File: src/mem_sys_defs.svh
// geometry and memory timing macros for the cache and banked memory, included by the RTL
`ifndef MEM_SYS_DEFS_SVH
`define MEM_SYS_DEFS_SVH

// request and word widths
`define ADDR_W 16
`define DATA_W 16

// address split is tag [15:11], index [10:3], offset [2:0]
`define TAG_W   5
`define INDEX_W 8
`define OFFS_W  3

// words per line, also the number of memory banks
// bank select is addr[2:1]
`define WORDS_PER_LINE 4

// main memory timing in cycles
`define MEM_RD_LAT 2  // read strobe to rvalid
`define BANK_BUSY  4  // bank blocked after any access

`endif

File: src/req_capture.sv
// request input stage, latches an accepted request and flags illegal ones
`timescale 1ns/1ns
`include "mem_sys_defs.svh"

module req_capture (
  input  logic                clk,
  input  logic                arst_n,
  input  logic [`ADDR_W-1:0]  addr,
  input  logic [`DATA_W-1:0]  data_in,
  input  logic                rd,
  input  logic                wr,
  input  logic                stall,
  output logic [`TAG_W-1:0]   req_tag,
  output logic [`INDEX_W-1:0] req_index,
  output logic [`OFFS_W-1:0]  req_offset,
  output logic [`DATA_W-1:0]  req_wdata,
  output logic                req_is_wr,
  output logic                req_valid,
  output logic                req_bad
);

  logic accept;
  logic illegal;  // both strobes or odd address

  assign accept    = (rd || wr) && !stall;
  assign illegal   = (rd && wr) || addr[0];
  assign req_valid = accept && !illegal;
  assign req_bad   = accept && illegal;
  // fsm picks the compare state on the accepting edge
  assign req_is_wr = wr;

  always_ff @(posedge clk) begin
    if (req_valid) begin
      req_tag    <= addr[`ADDR_W-1:`ADDR_W-`TAG_W];
      req_index  <= addr[`OFFS_W+`INDEX_W-1:`OFFS_W];
      req_offset <= addr[`OFFS_W-1:0];
      req_wdata  <= data_in;
    end
  end

  a_valid_bad_excl: assert property (@(posedge clk) disable iff (!arst_n)
    !(req_valid && req_bad));

endmodule

File: config.mk
export PLATFORM = sky130hd
export DESIGN_NAME = req_capture
export DESIGN_NICKNAME = d
export VERILOG_FILES = /design/src/req_capture.sv
export VERILOG_INCLUDE_DIRS = /design/src
export SDC_FILE = /design/constraint.sdc
export NUM_CORES = 1
export LEC_CHECK = 0
export BUFFER_PORTS_ARGS = -buffer_cell sky130_fd_sc_hd__buf_2
export CAP_MARGIN = 40
export CORE_ASPECT_RATIO = 1.75
export CORE_MARGIN = 10
export CORE_UTILIZATION = 44
export CTS_BUF_LIST = sky130_fd_sc_hd__clkbuf_8
export CTS_CLUSTER_SIZE = 8
export DETAILED_ROUTE_END_ITERATION = 10
export PLACE_DENSITY = 0.86
export SLEW_MARGIN = 20
export SYNTH_ARGS = -nofsm -noshare
export SYNTH_HDL_FRONTEND = slang
export SYNTH_SLANG_ARGS = --single-unit
File: constraint.sdc
create_clock -name clk -period 7.85 [get_ports clk]
set_input_delay 2.355 -clock clk [delete_from_list [all_inputs] [get_ports clk]]
set_output_delay 2.355 -clock clk [all_outputs]
set_load 0.1 [all_outputs]
==> results_dict.tcl, run 1 <==
set metrics [dict create \
    worst-slew-pin-transition_ns 0.501 \
    critical-path-top-delay-family "buffers and inverters" \
    grt_resource_usage_total_pct 10.3 \
    grt_pass1_wl_mm 3.54 \
    grt_overflow_total 0 \
    synthDistinctLibCells 7 \
    drt_drc_violations_left 0 \
    end_kind "output pin" \
    path_buf_inv 2 \
    setup_violations 0 \
    clk_transition_reported_paths_ns 0.06 \
    dieArea_um2 4660 \
    clock-sinks 32 \
    rows 22 \
    synth-seq-area-share_pct 96.0 \
    number_of_violations_reported_at_the_end_of_detailed_routing_iteration_0 5 \
    share_seq_of_total_power_pct 48.8 \
    minimum_clock_period_after_layout_ns 5.57 \
    critical_path.slowest_cell "buf_2" \
    cts_post_setup_buffers_inserted 0 \
    synth.net_count 75 \
    crit_path_start_kind "primary input" \
    final_number_of_hold_violating_endpoints 0 \
    p_leak_nw 0.627 \
    proportion_of_power_drawn_by_combinational_gates_pct 25.1 \
    grt_start_max_net_pins 33 \
    io-pin-count 72 \
    switching_share_pct 34.2 \
    outcome "complete, no violations" \
    synth_area_um2 1000 \
    route.antenna.remaining_nets 0 \
    synthesis.yosys.warnings 0 \
    min_path_type "in2reg" \
    finalMaxSlewViolations 0 \
    ir_drop_v 0.000205 \
    gp_congestion 0.649 \
    timing.final.crit_share_pct 71.0 \
    route.detailed.vias_per_inst 4.53 \
    routed_wire_length_per_instance_um 16.8 \
    final_layout_size_suffix_gt1_share_pct 67.0 \
    path_class "in2out" \
    max_slew_headroom_at_the_worst_pin_pct 66.8 \
    rsz0062_at_grt "no" \
    cts_hold_buf 0 \
    area_growth_pct 46.2 \
    clock_path_buffers 2 \
    detailedRoute.firstPassIterationCount 2 \
    diodes 0 \
    die_height_um 83.1 \
    dominant_cell_type_by_count_on_the_critical_path "buf_2" \
    worstPathCellList "buf_2 -> xnor2_1 -> nor3_4 -> buf_2" \
    crit_start "wr" \
    post_synthesis_average_cell_area_um2 26.3 \
    critical_path_arrival_ns 3.22 \
    min-delay-start "addr[3]" \
    intPower_mw 0.272 \
    cell_at_the_root_of_the_clock_tree "clkbuf_8" \
    ys_ff_latch 32 \
    drt-total-wl_mm 2.34 \
    htreeDepth 2 \
    slowest_delay_ns 0.45 \
    portBuffers 70 \
    cts-buffers-inserted 5 \
    number_of_max_cap_violations 0 \
    p_clk_share_pct 26.1 \
    final.setup.tns_ns 0 \
    cts.repair.resized 0 \
    design.final.nets 152 \
    net-switching-power_mw 0.141 \
    vias_in_the_first_global_route 709 \
    via_count 630 \
    detailed_place_hpwl_mm 1.97 \
    floorplan.initialDensity_pct 46.6 \
    power-per-cell-area_nw_per_um2 282 \
    syn_inst 38 \
    required_ns 5.50 \
    layout.core_utilization_pct 68.2 \
    coreArea_um2 2150 \
    floorplan.die.width_um 56.1 \
    cts_tree "done" \
    antenna_violations_before_repair 0 \
    crit_path_max_fanout 3 \
    fmax_mhz 179 \
]
## cell families after synthesis
family	Yosys count	synth area share, %
flip-flops	32	96.0
AND/OR/NAND/NOR	2	1.37
XOR/XNOR	1	0.875
AO/OA/AOI/OAI	2	0.999
buffers and inverters	1	0.750
## registers in the layout, summed over array words and instances, names as in the netlist
register	cells
req_offset	3
req_tag	5
req_wdata	16
req_index	8
## layout make-up
class	instances	area, µm²
sequential	32	961
fill	152	683
timing repair buffer	71	358
clock buffer	5	68.8
multi-input combinational	5	38.8
tap	24	30.0
clock inverter	2	7.51
## cells in the mapped netlist
cell      count  area (µm²)
buf_4         1        7.51
edfxtp_1     32         961
xnor2_1       1        8.76
a21oi_1       1        5.00
nor3_2        1        10.0
o21ai_0       1        5.00
nand2_1       1        3.75
## power by group through the flow
stage	combinational (mW)	clock (mW)	sequential (mW)
3_5_place_dp	0.105	0	0.206
4_1_cts	0.105	0.113	0.202
6_report	0.104	0.108	0.202
3_3_place_gp	0.104	0	0.205
2_1_floorplan	0.0105	0	0.279
5_1_grt	0.106	0.120	0.203
## worst paths after layout
| kind | slack [ns] | end | depth (start not counted) |
|---|---|---|---|
| max | 2.28 | req_valid | 4 |
| min | 2.25 | req_index[0]$_DFFE_PP_ | 1 |
## cell usage in the layout (no fill, tap or decap), drive strengths merged
master,n
clkinv,2
a21oi,1
nand2,1
clkbuf,5
edfxtp,32
xnor2,1
o21ai,1
nor3,1
buf,71
## per-stage QoR
step	power [mW]	worst slack (ns)	hold slack (ns)	cell area [µm²]	cells
4_1_cts	0.419	2.26	2.24	1460	139
5_1_grt	0.429	2.24	2.23	1460	139
3_3_place_gp	0.309	2.29	2.53	1390	132
2_1_floorplan	0.290	0.661	2.45	1000	38
3_5_place_dp	0.310	2.27	2.53	1390	132
6_report	0.413	2.28	2.25	1460	139
## per-layer routing
layer / GRT usage (%) / vias to the layer above / share of wire [%]
met1: 7.41 / 273 / 29
met5: 0 / - / 0
met2: 16.4 / 47 / 52
met3: 8.54 / 9 / 15
met4: 7.88 / 0 / 3.3
li1: - / 301 / -
Note: power is estimated with default switching activity, not from simulation.
==> inputs of run 2 (changes only) <==
--- a/config.mk
+++ b/config.mk
@@ -10,11 +10,11 @@
 export CAP_MARGIN = 40
 export CORE_ASPECT_RATIO = 1.75
 export CORE_MARGIN = 10
-export CORE_UTILIZATION = 44
+export CORE_UTILIZATION = 41
 export CTS_BUF_LIST = sky130_fd_sc_hd__clkbuf_8
 export CTS_CLUSTER_SIZE = 8
 export DETAILED_ROUTE_END_ITERATION = 10
-export PLACE_DENSITY = 0.86
+export PLACE_DENSITY = 0.81
 export SLEW_MARGIN = 20
 export SYNTH_ARGS = -nofsm -noshare
 export SYNTH_HDL_FRONTEND = slang
==> constraint.sdc (replaced) <==
create_clock -name clk -period 5.3 [get_ports clk]
set_input_delay 1.59 -clock clk [delete_from_list [all_inputs] [get_ports clk]]
set_output_delay 1.59 -clock clk [all_outputs]
set_load 0.1 [all_outputs]
==> results_dict.tcl, run 2 (same netlist as run 1, synthesis figures left out) <==
set metrics [dict create \
    grt_resource_usage_total_pct 9.48 \
    outcome "complete, no violations" \
    clock_path_buffers 2 \
    design_power_total_mw 0.617 \
    die_height_um 85.4 \
    worstPathCellList "buf_2 -> o21ai_0 -> a21oi_1 -> buf_2" \
    ir_drop_v 0.000272 \
    route.antenna.remaining_nets 0 \
    route.detailed.vias_per_inst 4.64 \
    end_kind "output pin" \
    cts_tree "done" \
    critical_path_arrival_ns 2.38 \
    worst-slew-pin-transition_ns 0.502 \
    coreArea_um2 2300 \
    dieArea_um2 4900 \
    area_growth_pct 48.2 \
    cts-buffers-inserted 5 \
    grt_pass1_wl_mm 3.54 \
    vias_in_the_first_global_route 756 \
    cts_post_setup_buffers_inserted 0 \
    cts.repair.resized 0 \
    clock-sinks 32 \
    crit_start "addr[0]" \
    required_ns 3.71 \
    htreeDepth 2 \
    crit_path_max_fanout 4 \
    commonest_cells_after_routing_fill_and_taps_aside "buf_2, edfxtp_1, clkbuf_8, inv_1" \
    min-delay-start "addr[7]" \
    detailed_place_hpwl_mm 1.97 \
    floorplan.initialDensity_pct 43.5 \
    largest-register "req_wdata" \
    fmax_mhz 252 \
    final.setup.tns_ns 0 \
    floorplan.die.width_um 57.4 \
    design.final.nets 152 \
    diodes 0 \
    rows 23 \
    clk_transition_reported_paths_ns 0.06 \
    routed_wire_length_per_instance_um 16.7 \
    rsz0062_at_grt "no" \
    max_slew_headroom_at_the_worst_pin_pct 66.8 \
    setup_violations 0 \
    antenna_violations_before_repair 0 \
    gp_congestion 0.674 \
    p_leak_nw 0.639 \
    number_of_max_cap_violations 0 \
    minimum_clock_period_after_layout_ns 3.97 \
    reg_top3 "req_wdata (16), req_index (8), req_tag (5)" \
    grt_start_max_net_pins 33 \
    io-pin-count 72 \
    portBuffers 70 \
    min_path_type "in2reg" \
    final_number_of_hold_violating_endpoints 0 \
    cell_at_the_root_of_the_clock_tree "clkbuf_8" \
    final_common_cell "buf_2" \
    drt_drc_violations_left 0 \
    number_of_violations_reported_at_the_end_of_detailed_routing_iteration_0 11 \
    timing.final.crit_share_pct 75.0 \
    power-per-cell-area_nw_per_um2 416 \
    crit_path_start_kind "primary input" \
    largest_reg_flops 16 \
    slowest_delay_ns 0.43 \
    dominant_cell_type_by_count_on_the_critical_path "buf_2" \
    via_count 654 \
    detailedRoute.firstPassIterationCount 4 \
    path_class "in2out" \
    final_layout_size_suffix_gt1_share_pct 66.4 \
    finalMaxSlewViolations 0 \
    cts_hold_buf 0 \
    critical_path.slowest_cell "buf_2" \
    grt_overflow_total 0 \
    drt-total-wl_mm 2.36 \
]
==> run 2: stage by stage <==
step	util, %	hold WS [ns]	worst slack, ns	instance area, µm²	std cells
floorplan	-	1.69	0.511	1010	38
global placement	61.0	1.77	1.36	1400	133
detailed placement	61.0	1.77	1.33	1400	133
CTS	64.5	1.48	1.32	1480	141
global route	64.5	1.48	1.27	1480	141
finish	64.5	1.49	1.33	1480	141
==> run 2: path summary, 6_finish.rpt <==
check / slack (ns) / cells after the start / end
min: 1.49 / 1 / req_index[4]$_DFFE_PP_
max: 1.33 / 4 / req_bad
==> run 2: power by group <==
part	switching, mW	total, mW	internal (mW)
sequential	0.00299	0.299	0.296
combinational	0.133	0.155	0.0220
clock	0.0751	0.162	0.0872
==> run 2: worst max-delay path: cells and delay by family <==
kind | cells | cell delay (ns)
buf+inv | 2 | 0.56
compound gates | 2 | 0.23
==> run 2: layer usage <==
metal	vias up	part of all wire (%)	global-route usage (%)
met2	44	54	16.5
li1	303	-	-
met4	0	0.93	3.86
met5	-	0	0
met3	2	14	7.91
met1	305	30	7.16
==> run 2: layout make-up <==
type	instances	area (µm²)
clock inverter	3	11.3
timing repair buffer	71	373
multi-input combinational	5	38.8
sequential	32	961
fill	190	818
clock buffer	5	68.8
tap	25	31.3
==> inputs of run 3 (changes only) <==
==> constraint.sdc (replaced) <==
create_clock -name clk -period 4 [get_ports clk]
set_input_delay 1.2 -clock clk [delete_from_list [all_inputs] [get_ports clk]]
set_output_delay 1.2 -clock clk [all_outputs]
set_load 0.1 [all_outputs]
==> results_dict.tcl, run 3 (same netlist as run 1, synthesis figures left out) <==
set metrics [dict create \
    outcome "complete, no violations" \
    design.final.nets 152 \
    path_class "in2out" \
    crit_path_start_kind "primary input" \
    route.detailed.vias_per_inst 4.55 \
    power-per-cell-area_nw_per_um2 590 \
    fmax_mhz 313 \
    dieArea_um2 4900 \
    antenna_violations_before_repair 0 \
    cts_hold_buf 0 \
    minimum_clock_period_after_layout_ns 3.19 \
    detailedRoute.firstPassIterationCount 4 \
    grt_pass1_wl_mm 3.63 \
    critical-path-top-delay-family "buffers and inverters" \
    groute.layer.met1.usage_pct 8.24 \
    design_power_total_mw 0.892 \
    setup_violations 0 \
    worst-slew-pin-transition_ns 0.500 \
    clk_transition_reported_paths_ns 0.06 \
    crit_path_max_fanout 4 \
    worstPathCellList "buf_2 -> o21ai_0 -> a21oi_1 -> buf_2" \
    cts.repair.resized 0 \
    largest_reg_flops 16 \
    largest-register "req_wdata" \
    clock-sinks 32 \
    floorplan.die.width_um 57.4 \
    cts-buffers-inserted 5 \
    drt_drc_violations_left 0 \
    busiest_layer "met2" \
    grt_start_max_net_pins 33 \
    min_path_type "in2reg" \
    commonest_cells_after_routing_fill_and_taps_aside "buf_2, edfxtp_1, clkbuf_8" \
    clock_path_buffers 2 \
    dominant_cell_type_by_count_on_the_critical_path "buf_2" \
    pre_cts_slack_ns 0.798 \
    finalMaxSlewViolations 0 \
    grt_overflow_total 0 \
    drt-total-wl_mm 2.44 \
    timing.final.crit_share_pct 79.8 \
    p_leak_nw 0.650 \
    cts_post_setup_buffers_inserted 0 \
    timing.final.ws_setup_ns 0.808 \
    htreeDepth 2 \
    reg_top3 "req_wdata (16), req_index (8), req_tag (5)" \
    critical_path.slowest_cell "buf_2" \
    end_kind "output pin" \
    required_ns 2.80 \
    area_growth_pct 51.0 \
    layout.core_utilization_pct 65.7 \
    max_slew_headroom_at_the_worst_pin_pct 66.9 \
    coreArea_um2 2300 \
    cell_at_the_root_of_the_clock_tree "clkbuf_8" \
    nFillCells 180 \
    final_number_of_hold_violating_endpoints 0 \
    path_buf_inv 2 \
    detailed_place_hpwl_mm 2.00 \
    diodes 0 \
    floorplan.initialDensity_pct 43.5 \
    die_height_um 85.4 \
    grt_resource_usage_total_pct 9.99 \
    routed_wire_length_per_instance_um 17.3 \
    io-pin-count 72 \
    rows 23 \
    slowest_delay_ns 0.44 \
    number_of_violations_reported_at_the_end_of_detailed_routing_iteration_0 17 \
    final_common_cell "buf_2" \
    groute.layer.met2.usage_pct 16.2 \
    cts_tree "done" \
    via_count 641 \
    critical_path_arrival_ns 1.99 \
    final.setup.tns_ns 0 \
    number_of_max_cap_violations 0 \
    ir_drop_v 0.000421 \
    route.antenna.remaining_nets 0 \
    final_layout_size_suffix_gt1_share_pct 68.1 \
    gp_congestion 0.645 \
    rsz0062_at_grt "no" \
    vias_in_the_first_global_route 758 \
    portBuffers 70 \
    groute.layer.met3.usage_pct 7.31 \
]
run 3: changes by cell type in the layout (fill, tap and decap cells not counted), sizes merged:
cell / before / now
bufinv: 0 / 1
inv: 2 / 1
run 3: stage by stage:
stage          cells  hold slack, ns  instance area [µm²]
6_report         141            1.09                 1510
2_1_floorplan     38            1.30                 1010
5_1_grt          141            1.08                 1510
4_1_cts          141            1.09                 1510
3_3_place_gp     133            1.38                 1400
3_5_place_dp     133            1.38                 1400
run 3: final cells by class:
type	instances	area, µm²	area share (%)
clock buffers	5	68.8	4.55
clock inverters	3	38.8	2.57
multi-input cells	5	38.8	2.57
flip-flops and latches	32	961	63.6
well taps	25	31.3	2.07
repair buffers	71	373	24.7
run 3: final timing paths:
check | slack, ns | depth (start not counted) | end | start
worst max-delay path | 0.81 | 4 | req_bad | addr[0]
worst min-delay path | 1.09 | 1 | req_index[2]$_DFFE_PP_ | addr[5]
run 3: per-layer routing:
| layer | routed length [µm] | vias up |
|---|---|---|
| li1 | - | 303 |
| met1 | 747 | 287 |
| met2 | 1290 | 45 |
| met3 | 335 | 6 |
| met4 | 62 | 0 |
| met5 | 0 | - |
run 3: power breakdown:
part           internal (mW)  switching (mW)  total (mW)
Clock                  0.182           0.108       0.290
Sequential             0.392         0.00394       0.396
Combinational         0.0291           0.177       0.206
