### config.mk
export PLATFORM = sky130hd
export DESIGN_NAME = cache_ctrl_fsm
export DESIGN_NICKNAME = d
export VERILOG_FILES = /design/src/mem_sys_pkg.sv /design/src/cache_ctrl_fsm.sv
export VERILOG_INCLUDE_DIRS = /design/src
export SDC_FILE = /design/constraint.sdc
export NUM_CORES = 1
export LEC_CHECK = 0
export ABC_AREA = 1
export ABC_CLOCK_PERIOD_IN_PS = 3000
export BUFFER_PORTS_ARGS = -buffer_cell sky130_fd_sc_hd__buf_2
export CELL_PAD_IN_SITES_DETAIL_PLACEMENT = 2
export CELL_PAD_IN_SITES_GLOBAL_PLACEMENT = 2
export CORE_UTILIZATION = 26
export CTS_BUF_LIST = sky130_fd_sc_hd__clkbuf_16
export DETAILED_ROUTE_END_ITERATION = 6
export MAX_ROUTING_LAYER = met4
export PLACE_DENSITY_LB_ADDON = 0.1
export SETUP_SLACK_MARGIN = 0.02
export SYNTH_ARGS = -nofsm -noshare
export SYNTH_HDL_FRONTEND = slang
export SYNTH_SLANG_ARGS = --single-unit
### constraint.sdc
create_clock -name clk -period 3 [get_ports clk]
set_clock_uncertainty 0.05 [all_clocks]
set_input_delay 0.6 -clock clk [delete_from_list [all_inputs] [get_ports clk]]
set_output_delay 0.6 -clock clk [all_outputs]
set_load 0.01 [all_outputs]
### src/mem_sys_defs.svh
// geometry and memory timing macros for the cache and banked memory, included by the RTL
`ifndef MEM_SYS_DEFS_SVH
`define MEM_SYS_DEFS_SVH

// request and word widths
`define ADDR_W 16
`define DATA_W 16

// address split is tag [15:11], index [10:3], offset [2:0]
`define TAG_W   5
`define INDEX_W 8
`define OFFS_W  3

// words per line, also the number of memory banks
// bank select is addr[2:1]
`define WORDS_PER_LINE 4

// main memory timing in cycles
`define MEM_RD_LAT 2  // read strobe to rvalid
`define BANK_BUSY  4  // bank blocked after any access

`endif

### src/mem_sys_pkg.sv
// shared enums for the cache controller states and the main memory commands
package mem_sys_pkg;

  // controller states
  // WB_* and ALLOC_* stay consecutive, the fsm steps through them with +1
  typedef enum logic [3:0] {
    IDLE,
    COMPARE_RD,
    COMPARE_WR,
    WB_0, WB_1, WB_2, WB_3,
    ALLOC_0, ALLOC_1, ALLOC_2, ALLOC_3,
    INSTALL_WAIT,
    COMMIT,
    RETRY,
    ERR_STATE
  } ctrl_state_t;

  // command to the banked memory
  typedef enum logic [1:0] {
    MEM_NOP,
    MEM_RD,
    MEM_WR
  } mem_op_t;

endpackage

### src/cache_ctrl_fsm.sv
// cache controller, sequences compare, write-back, allocate, commit and retry
`timescale 1ns/1ns
`include "mem_sys_defs.svh"

module cache_ctrl_fsm (
  input  logic                     clk,
  input  logic                     arst_n,
  input  logic                     req_valid,
  input  logic                     req_bad,
  input  logic                     req_is_wr,
  input  logic                     hit,
  input  logic                     dirty_victim,
  input  logic                     rvalid,
  input  logic                     mem_stall,
  output mem_sys_pkg::ctrl_state_t state,
  output logic                     stall,
  output logic                     done,
  output logic                     err,
  output logic                     way_comp,
  output logic                     way_write,
  output logic                     way_valid_in,
  output logic [`OFFS_W-2:0]       word_sel,
  output mem_sys_pkg::mem_op_t     mem_op,
  output logic [`OFFS_W-2:0]       mem_word
);

  mem_sys_pkg::ctrl_state_t state_nxt;
  mem_sys_pkg::ctrl_state_t start_st;  // where a newly accepted request goes
  logic [`OFFS_W-2:0]       seq_word;  // word of the current WB_*/ALLOC_* step
  logic [`OFFS_W-2:0]       inst_cnt;  // next word to install
  logic                     miss_wr;
  logic                     cmp_st;

  assign cmp_st = (state == mem_sys_pkg::COMPARE_RD) || (state == mem_sys_pkg::COMPARE_WR);
  assign done   = (cmp_st && hit) || (state == mem_sys_pkg::RETRY);
  assign err    = (state == mem_sys_pkg::ERR_STATE);
  assign stall  = !((state == mem_sys_pkg::IDLE) || err || done);

  always_comb begin
    if (req_valid) begin
      start_st = req_is_wr ? mem_sys_pkg::COMPARE_WR : mem_sys_pkg::COMPARE_RD;
    end else if (req_bad) begin
      start_st = mem_sys_pkg::ERR_STATE;
    end else begin
      start_st = mem_sys_pkg::IDLE;
    end
  end

  always_comb begin
    unique case (state)
      mem_sys_pkg::WB_1, mem_sys_pkg::ALLOC_1: seq_word = 2'd1;
      mem_sys_pkg::WB_2, mem_sys_pkg::ALLOC_2: seq_word = 2'd2;
      mem_sys_pkg::WB_3, mem_sys_pkg::ALLOC_3: seq_word = 2'd3;
      default:                                 seq_word = 2'd0;
    endcase
  end

  always_comb begin
    state_nxt    = state;
    way_comp     = 1'b0;
    way_write    = 1'b0;
    way_valid_in = 1'b0;
    word_sel     = inst_cnt;
    mem_op       = mem_sys_pkg::MEM_NOP;
    mem_word     = seq_word;
    unique case (state)
      mem_sys_pkg::IDLE, mem_sys_pkg::ERR_STATE: state_nxt = start_st;
      mem_sys_pkg::COMPARE_RD, mem_sys_pkg::COMPARE_WR: begin
        way_comp  = 1'b1;
        way_write = (state == mem_sys_pkg::COMPARE_WR);
        if (hit) begin
          state_nxt = start_st;
        end else if (dirty_victim) begin
          state_nxt = mem_sys_pkg::WB_0;
        end else begin
          state_nxt = mem_sys_pkg::ALLOC_0;
        end
      end
      mem_sys_pkg::WB_0, mem_sys_pkg::WB_1, mem_sys_pkg::WB_2, mem_sys_pkg::WB_3: begin
        word_sel = seq_word;  // victim word out to its bank
        mem_op   = mem_sys_pkg::MEM_WR;
        if (!mem_stall) begin
          state_nxt = mem_sys_pkg::ctrl_state_t'(state + 4'd1);  // WB_3 falls into ALLOC_0
        end
      end
      mem_sys_pkg::ALLOC_0, mem_sys_pkg::ALLOC_1,
      mem_sys_pkg::ALLOC_2, mem_sys_pkg::ALLOC_3: begin
        mem_op    = mem_sys_pkg::MEM_RD;
        way_write = rvalid;  // earlier reads land while later ones issue
        if (!mem_stall) begin
          state_nxt = mem_sys_pkg::ctrl_state_t'(state + 4'd1);
        end
      end
      mem_sys_pkg::INSTALL_WAIT: begin
        way_write = rvalid;
        if (rvalid && inst_cnt == '1) begin
          state_nxt = mem_sys_pkg::COMMIT;
        end
      end
      mem_sys_pkg::COMMIT: begin
        // rewrite last word, memory still holds it, and mark the line valid
        way_write    = 1'b1;
        way_valid_in = 1'b1;
        word_sel     = '1;
        state_nxt    = mem_sys_pkg::RETRY;
      end
      mem_sys_pkg::RETRY: begin
        way_comp  = 1'b1;
        way_write = miss_wr;  // write-allocate store
        state_nxt = start_st;
      end
      default: state_nxt = mem_sys_pkg::IDLE;
    endcase
  end

  always_ff @(posedge clk or negedge arst_n) begin
    if (!arst_n) begin
      state    <= mem_sys_pkg::IDLE;
      inst_cnt <= '0;
      miss_wr  <= 1'b0;
    end else begin
      state <= state_nxt;
      if (rvalid) begin
        inst_cnt <= inst_cnt + 1'b1;
      end
      if (cmp_st && !hit) begin
        miss_wr <= (state == mem_sys_pkg::COMPARE_WR);
      end
    end
  end

  a_bad_gives_err: assert property (@(posedge clk) disable iff (!arst_n)
    req_bad |=> err && !done);
  a_idle_no_stall: assert property (@(posedge clk) disable iff (!arst_n)
    state == mem_sys_pkg::IDLE |-> !stall);

endmodule

==> results of run 1 <==
-- flip-flops by register name (all words and copies together) (netlist names) --
register and cells:
miss_wr 1, state 4, inst_cnt 2
-- synth_stat cells --
cell,instances,area share (%)
nand2_1,48,25
nand4_1,1,0.86
or2_2,1,0.86
a21oi_1,5,3.4
nor2_4,1,1.5
nand2_2,1,0.86
nor2_1,9,4.6
dfrtp_1,7,24
inv_2,1,0.51
o21ai_0,3,2.1
nor2_2,1,0.86
o21ai_1,1,0.68
buf_4,1,1.0
nor3b_1,1,1.0
inv_1,16,8.2
a31oi_1,1,0.86
nand2_4,1,1.5
ha_1,5,8.6
nand3_1,10,6.8
a21oi_2,1,1.2
a21oi_4,1,2.2
xor2_1,3,3.6
-- placed cells by master (no fill, tap or decap), drive strengths merged --
cell    instances
inv            18
a21oi           7
a31oi           1
nand4           1
nand2          50
nand3          10
nor3b           1
clkbuf          3
buf            24
dfrtp           7
ha              5
or2             1
xor2            3
nor2           11
o21ai           4
-- cell type report --
cell class	count	area, sq um
clock buffers	3	75.07
flip-flops and latches	7	175.2
well taps	30	37.54
repair buffers	24	120.1
clock inverters	1	3.754
multi-input cells	94	484.2
inverters	17	63.81
fillers	324	1608
-- layer usage --
| metal | track usage [%] | part of all wire [%] |
|---|---|---|
| met4 | 6.250 | 0.31 |
| met2 | 34.54 | 48 |
| met1 | 24.59 | 49 |
| met3 | 1.639 | 2.2 |
| met5 | - | 0 |
-- where the power goes --
part           switching, W  internal, W  leakage (nW)
sequential        0.0000685     0.000141        0.0870
clock             0.0000474     0.000173        0.0423
combinational      0.000485     0.000274         0.465
total              0.000601     0.000588         0.595
-- worst max path at each step --
stage | start | slack (ns) | cells past startpoint | to
2_1_floorplan | state[0]$_DFFE_PN0P_ | 0.83 | 7 | stall
5_1_grt | state[0]$_DFFE_PN0P_ | 0.20 | 9 | way_write
4_1_cts | state[0]$_DFFE_PN0P_ | 0.36 | 9 | way_write
3_3_place_gp | state[0]$_DFFE_PN0P_ | 0.76 | 9 | way_write
6_report | state[0]$_DFFE_PN0P_ | 0.36 | 9 | way_write
3_5_place_dp | state[0]$_DFFE_PN0P_ | 0.63 | 9 | way_write
-- worst max-delay path, delay by kind of cell (launching register included) --
family,cells,cell delay (ns)
AO/OA/AOI/OAI,1,0.24
adder cells (fa/ha/maj),1,0.25
AND/OR/NAND/NOR,5,0.57
buffers and inverters,2,0.25
flip-flops,1,0.44
-- stage by stage --
step | std cells | cell area (sq um)
5_1_grt | 176 | 959.7
4_1_cts | 176 | 959.7
2_1_floorplan | 119 | 730.7
3_5_place_dp | 172 | 880.8
6_report | 176 | 959.7
3_3_place_gp | 172 | 880.8
-- logic make-up (layout without fill, tap and decap cells) --
kind of cell | Yosys count | in the layout | synth area share, %
simple gates | 74 | 74 | 43.67
flops | 7 | 7 | 23.97
fa+ha+maj | 5 | 5 | 8.562
xor+xnor | 3 | 3 | 3.597
compound gates | 12 | 12 | 10.44
buf+inv | 18 | 45 | 9.760
==> impl_metrics.csv, run 1 <==
group,metric,value,unit
setup_path,cp_slowest_stage_delay,0.44,ns
place,pre_cts_ws,0.6286,ns
flow_run,drv_cap,0,
place,hpwl,2110,microns
logic_synthesis,synth_cell_types,22,
place,io_buffer_count,24,
route,drtIter0Drc,5,
route,final_antenna_net_count,0,
place,gp_congestion,0.7688,
clocking,cts_root_buffer,"clkbuf_16",
global_route,grt_usage,20.01,%
die,design.core.area,2567,sq um
sta,slew_headroom,68.05,%
finish,insertedDiodeCount,0,
die,initial_utilization,28.46,%
die,rows,18,
sta,fmax,0.3792,GHz
setup_path,critPathSlowestCell,"dfrtp_1",
pwr,leakage,0.5947,nW
finish,drive_gt1_share,23.97,%
clocking,worst_skew_pair.late_latency,0.23,ns
finish,area_growth,31.34,%
setup_path,r2r_setup_slack,0.96,ns
logic_synthesis,syn_area,730.7,sq um
die,io_pins,25,
finish,utilization,37.38,%
die,dieWidth,55.02,microns
finish,layout.nets,161,
route,drc_errors,0,
logic_synthesis,syn_nets,133,
logic_synthesis,synthCells,119,
setup_path,r2r_cells,10,
global_route,grt_pass1_wl,4112,microns
logic_synthesis,avgSynthCellArea,6.140,sq um
clocking,cts_hold_buffers,0,
sta,tightest_slew,0.4793,ns
route,post_drt_wl_per_cell,14.65,microns
sta,tns,0,ns
sta,fin_ws,0.3626,ns
min_path,min_path_type,"primary input to async pin",
pwr,max-vdd-ir-drop,0.5884,mV
setup_path,cp.arrival,1.99,ns
route,via_count,833,
setup_path,cp-start-kind,"flip-flop",
sta,hold_ws,0.1574,ns
clocking,ctsResizeCount,0,
setup_path,path_class,"flip-flop to output pin",
logic_synthesis,yosys_warnings,0,
pwr,p_per_area,1238,nW/um^2
sta,period_minus_slack,2.637,ns
logic_synthesis,ys_seq_area_share,23.97,%
global_route,antenna_found_initial,0,
setup_path,r2r-end,"state[2]$_DFFE_PN0P_",
clocking,clock_path_buffers,2,
clocking,numCtsBuffers,3,
global_route,grt_pass1_vias,890,
setup_path,critPathMaxFanout,6,
clocking,cts_setup_buffers,0,
global_route,grt_max_degree,14,
sta,period_share,87.91,%
setup_path,end_kind,"output pin",
sta,finalHoldViolCount,0,
route,wirelength,2579,microns
setup_path,rr_startpoint,"state[0]$_DFFE_PN0P_",
setup_path,cp_data_required_time,2.35,ns
sta,rsz0062_at_grt,"no",
clocking,cts_num_sinks,7,
route,dr.pass1.iters,4,
die,die_y,55.02,microns
status,outcome,"finished clean",
setup_path,path_cells,"inv_1 > ha_1 > nor2_1 > nand2_1 > a21oi_2 > nand2_1 > nand2_1 > nand3_1 > buf_2",
clocking,cts_tree,"yes",
setup_path,path_common_cell,"nand2_1",
route,via_per_inst,4.733,
clocking,cts.clk_slew.worst_paths,0.04,ns
sta,setup_viol,0,
global_route,grt_overflow,0,
pwr,total_power,0.001189,W
logic_synthesis,ys_seq_elements,7,
die,die_area,3027,sq um
clocking,htree_levels,1,
sta,slew_violations,0,
Note: power is estimated with default switching activity, not from simulation.
==> inputs of run 2 (changes only) <==
--- a/config.mk
+++ b/config.mk
@@ -15,7 +15,7 @@
 export CTS_BUF_LIST = sky130_fd_sc_hd__clkbuf_16
 export DETAILED_ROUTE_END_ITERATION = 6
 export MAX_ROUTING_LAYER = met4
-export PLACE_DENSITY_LB_ADDON = 0.1
+export PLACE_DENSITY_LB_ADDON = 0.05
 export SETUP_SLACK_MARGIN = 0.02
 export SYNTH_ARGS = -nofsm -noshare
 export SYNTH_HDL_FRONTEND = slang
==> impl_metrics.csv, run 2 (synthesis results as in run 1) <==
group,metric,value,unit
sta,finalHoldViolCount,0,
setup_path,critPathSlowestCell,"dfrtp_1",
sta,setup_viol,0,
sta,fmax,0.3855,GHz
finish,layout.nets,161,
global_route,grt_max_degree,14,
sta,period_share,86.47,%
pwr,max-vdd-ir-drop,0.5441,mV
pwr,leakage,0.5947,nW
setup_path,r2r-end,"state[3]$_DFFE_PN0P_",
finish,insertedDiodeCount,0,
setup_path,path_common_cell,"nand2_1",
setup_path,path_class,"flip-flop to output pin",
global_route,grt_usage,20.22,%
setup_path,r2r_setup_slack,0.98,ns
finish,num-fill-cells,349,
clocking,cts_hold_buffers,0,
setup_path,cp-start-kind,"flip-flop",
finish,drive_gt1_share,23.97,%
route,dr.pass1.iters,4,
sta,rsz0062_at_grt,"no",
global_route,grt_pass1_vias,883,
setup_path,end_kind,"output pin",
clocking,cts_num_sinks,7,
route,wirelength,2579,microns
route,final_antenna_net_count,0,
clocking,cts_setup_buffers,0,
sta,tightest_slew,0.4855,ns
setup_path,cp_data_required_time,2.35,ns
route,drt-met1-wl,1160,microns
setup_path,critPathMaxFanout,6,
finish,final_cell_count_no_fill,176,
pwr,total_power,0.001196,W
setup_path,cp.arrival,1.94,ns
clocking,ctsResizeCount,0,
die,dieWidth,55.02,microns
route,dr.max_layer_used,"met3",
route,wl_met2,1325,microns
clocking,cts.clk_slew.worst_paths,0.04,ns
sta,hold_ws,0.1537,ns
place,pre_cts_ws,0.6428,ns
global_route,grt_pass1_wl,4057,microns
route,via_per_inst,4.807,
setup_path,critPathBufInv,2,
route,post_drt_wl_per_cell,14.65,microns
place,hpwl,2080,microns
die,die_y,55.02,microns
global_route,grt_overflow,0,
die,io_pins,25,
setup_path,path_depth,9,
status,outcome,"finished clean",
sta,fin_ws,0.4058,ns
setup_path,critical-path-top-delay-family,"simple AND/OR/NAND/NOR gates",
setup_path,cp_slowest_stage_delay,0.44,ns
pwr,p_per_area,1246,nW/um^2
setup_path,critPathLaunch,"state[0]$_DFFE_PN0P_",
die,die_area,3027,sq um
route,drtIter0Drc,9,
finish,regArea,175.2,sq um
setup_path,rr_startpoint,"state[0]$_DFFE_PN0P_",
finish,multi_input_area,484.2,sq um
min_path,min_path_type,"primary input to async pin",
die,initial_utilization,28.46,%
clocking,cts_tree,"yes",
setup_path,r2r_cells,10,
sta,slew_violations,0,
sta,period_minus_slack,2.594,ns
route,drc_errors,0,
place,place_inst,172,
clocking,worst_skew_pair.late_latency,0.23,ns
finish,top_register,"state",
finish,largest_register_ffs,4,
place,gp_congestion,0.8061,
finish,layout_commonest_cell,"nand2_1",
clocking,clock_path_buffers,2,
die,rows,18,
die,design.core.area,2567,sq um
finish,top_regs,"state x4, inst_cnt x2, miss_wr x1",
clocking,numCtsBuffers,3,
setup_path,path_cells,"inv_1 > ha_1 > nor2_1 > nand2_1 > a21oi_2 > nand2_1 > nand2_1 > nand3_1 > buf_2",
global_route,antenna_found_initial,0,
sta,tns,0,ns
route,via_count,846,
finish,final_cell_mix,"48 x nand2_1, 24 x buf_2, 17 x inv_1",
sta,slew_headroom,67.64,%
flow_run,drv_cap,0,
clocking,cts_root_buffer,"clkbuf_16",
finish,area_growth,31.34,%
setup_path,crit_path_end,"way_write",
route,wl_met3,93,microns
place,io_buffer_count,24,
clocking,htree_levels,1,
[run 2: cell counts in the layout (fill, tap and decap cells not counted)]
No cell type changed its count.
[run 2: worst register-to-register path: cells and delay by family, from the launching register on]
family	cells	cell delay [ns]
AND/OR/NAND/NOR	7	0.83
flip-flops	1	0.44
buffers and inverters	1	0.11
adder cells (fa/ha/maj)	1	0.26
AO/OA/AOI/OAI	1	0.22
[run 2: routing by layer]
layer  vias to the layer above  GRT usage (%)
met5                         -              -
met4                         0          2.500
met3                         0          4.918
met2                        20          35.74
met1                       403          23.66
li1                        423              -
[run 2: layout make-up]
type	count	area share, %
flip-flops and latches	7	18.25
clock buffers	3	7.823
well taps	30	3.911
repair buffers	24	12.52
inverters	17	6.649
multi-input cells	94	50.46
clock inverters	1	0.3911
[run 2: where the power goes]
group	switching, W	total [W]	internal [W]
Combinational	0.000487	0.000761	0.000274
Sequential	0.0000697	0.000211	0.000141
Clock	0.0000510	0.000224	0.000173
Total	0.000608	0.00120	0.000588
[run 2: worst min-delay path by stage]
stage | start | depth (start not counted) | slack, ns | end
2_1_floorplan | arst_n | 0 | 0.25 | inst_cnt[0]$_DFFE_PN0P_
3_3_place_gp | arst_n | 1 | 0.40 | inst_cnt[1]$_DFFE_PN0P_
3_5_place_dp | arst_n | 1 | 0.41 | inst_cnt[1]$_DFFE_PN0P_
4_1_cts | arst_n | 1 | 0.16 | state[3]$_DFFE_PN0P_
5_1_grt | arst_n | 1 | 0.16 | state[2]$_DFFE_PN0P_
6_report | arst_n | 1 | 0.15 | state[0]$_DFFE_PN0P_
[run 2: metrics by stage]
stage                     utilization, %  instance area [sq um]
after global routing               37.38                  959.7
after detailed placement           34.31                  880.8
after CTS                          37.38                  959.7
final                              37.38                  959.7
after floorplan                        -                  730.7
after global placement             34.31                  880.8
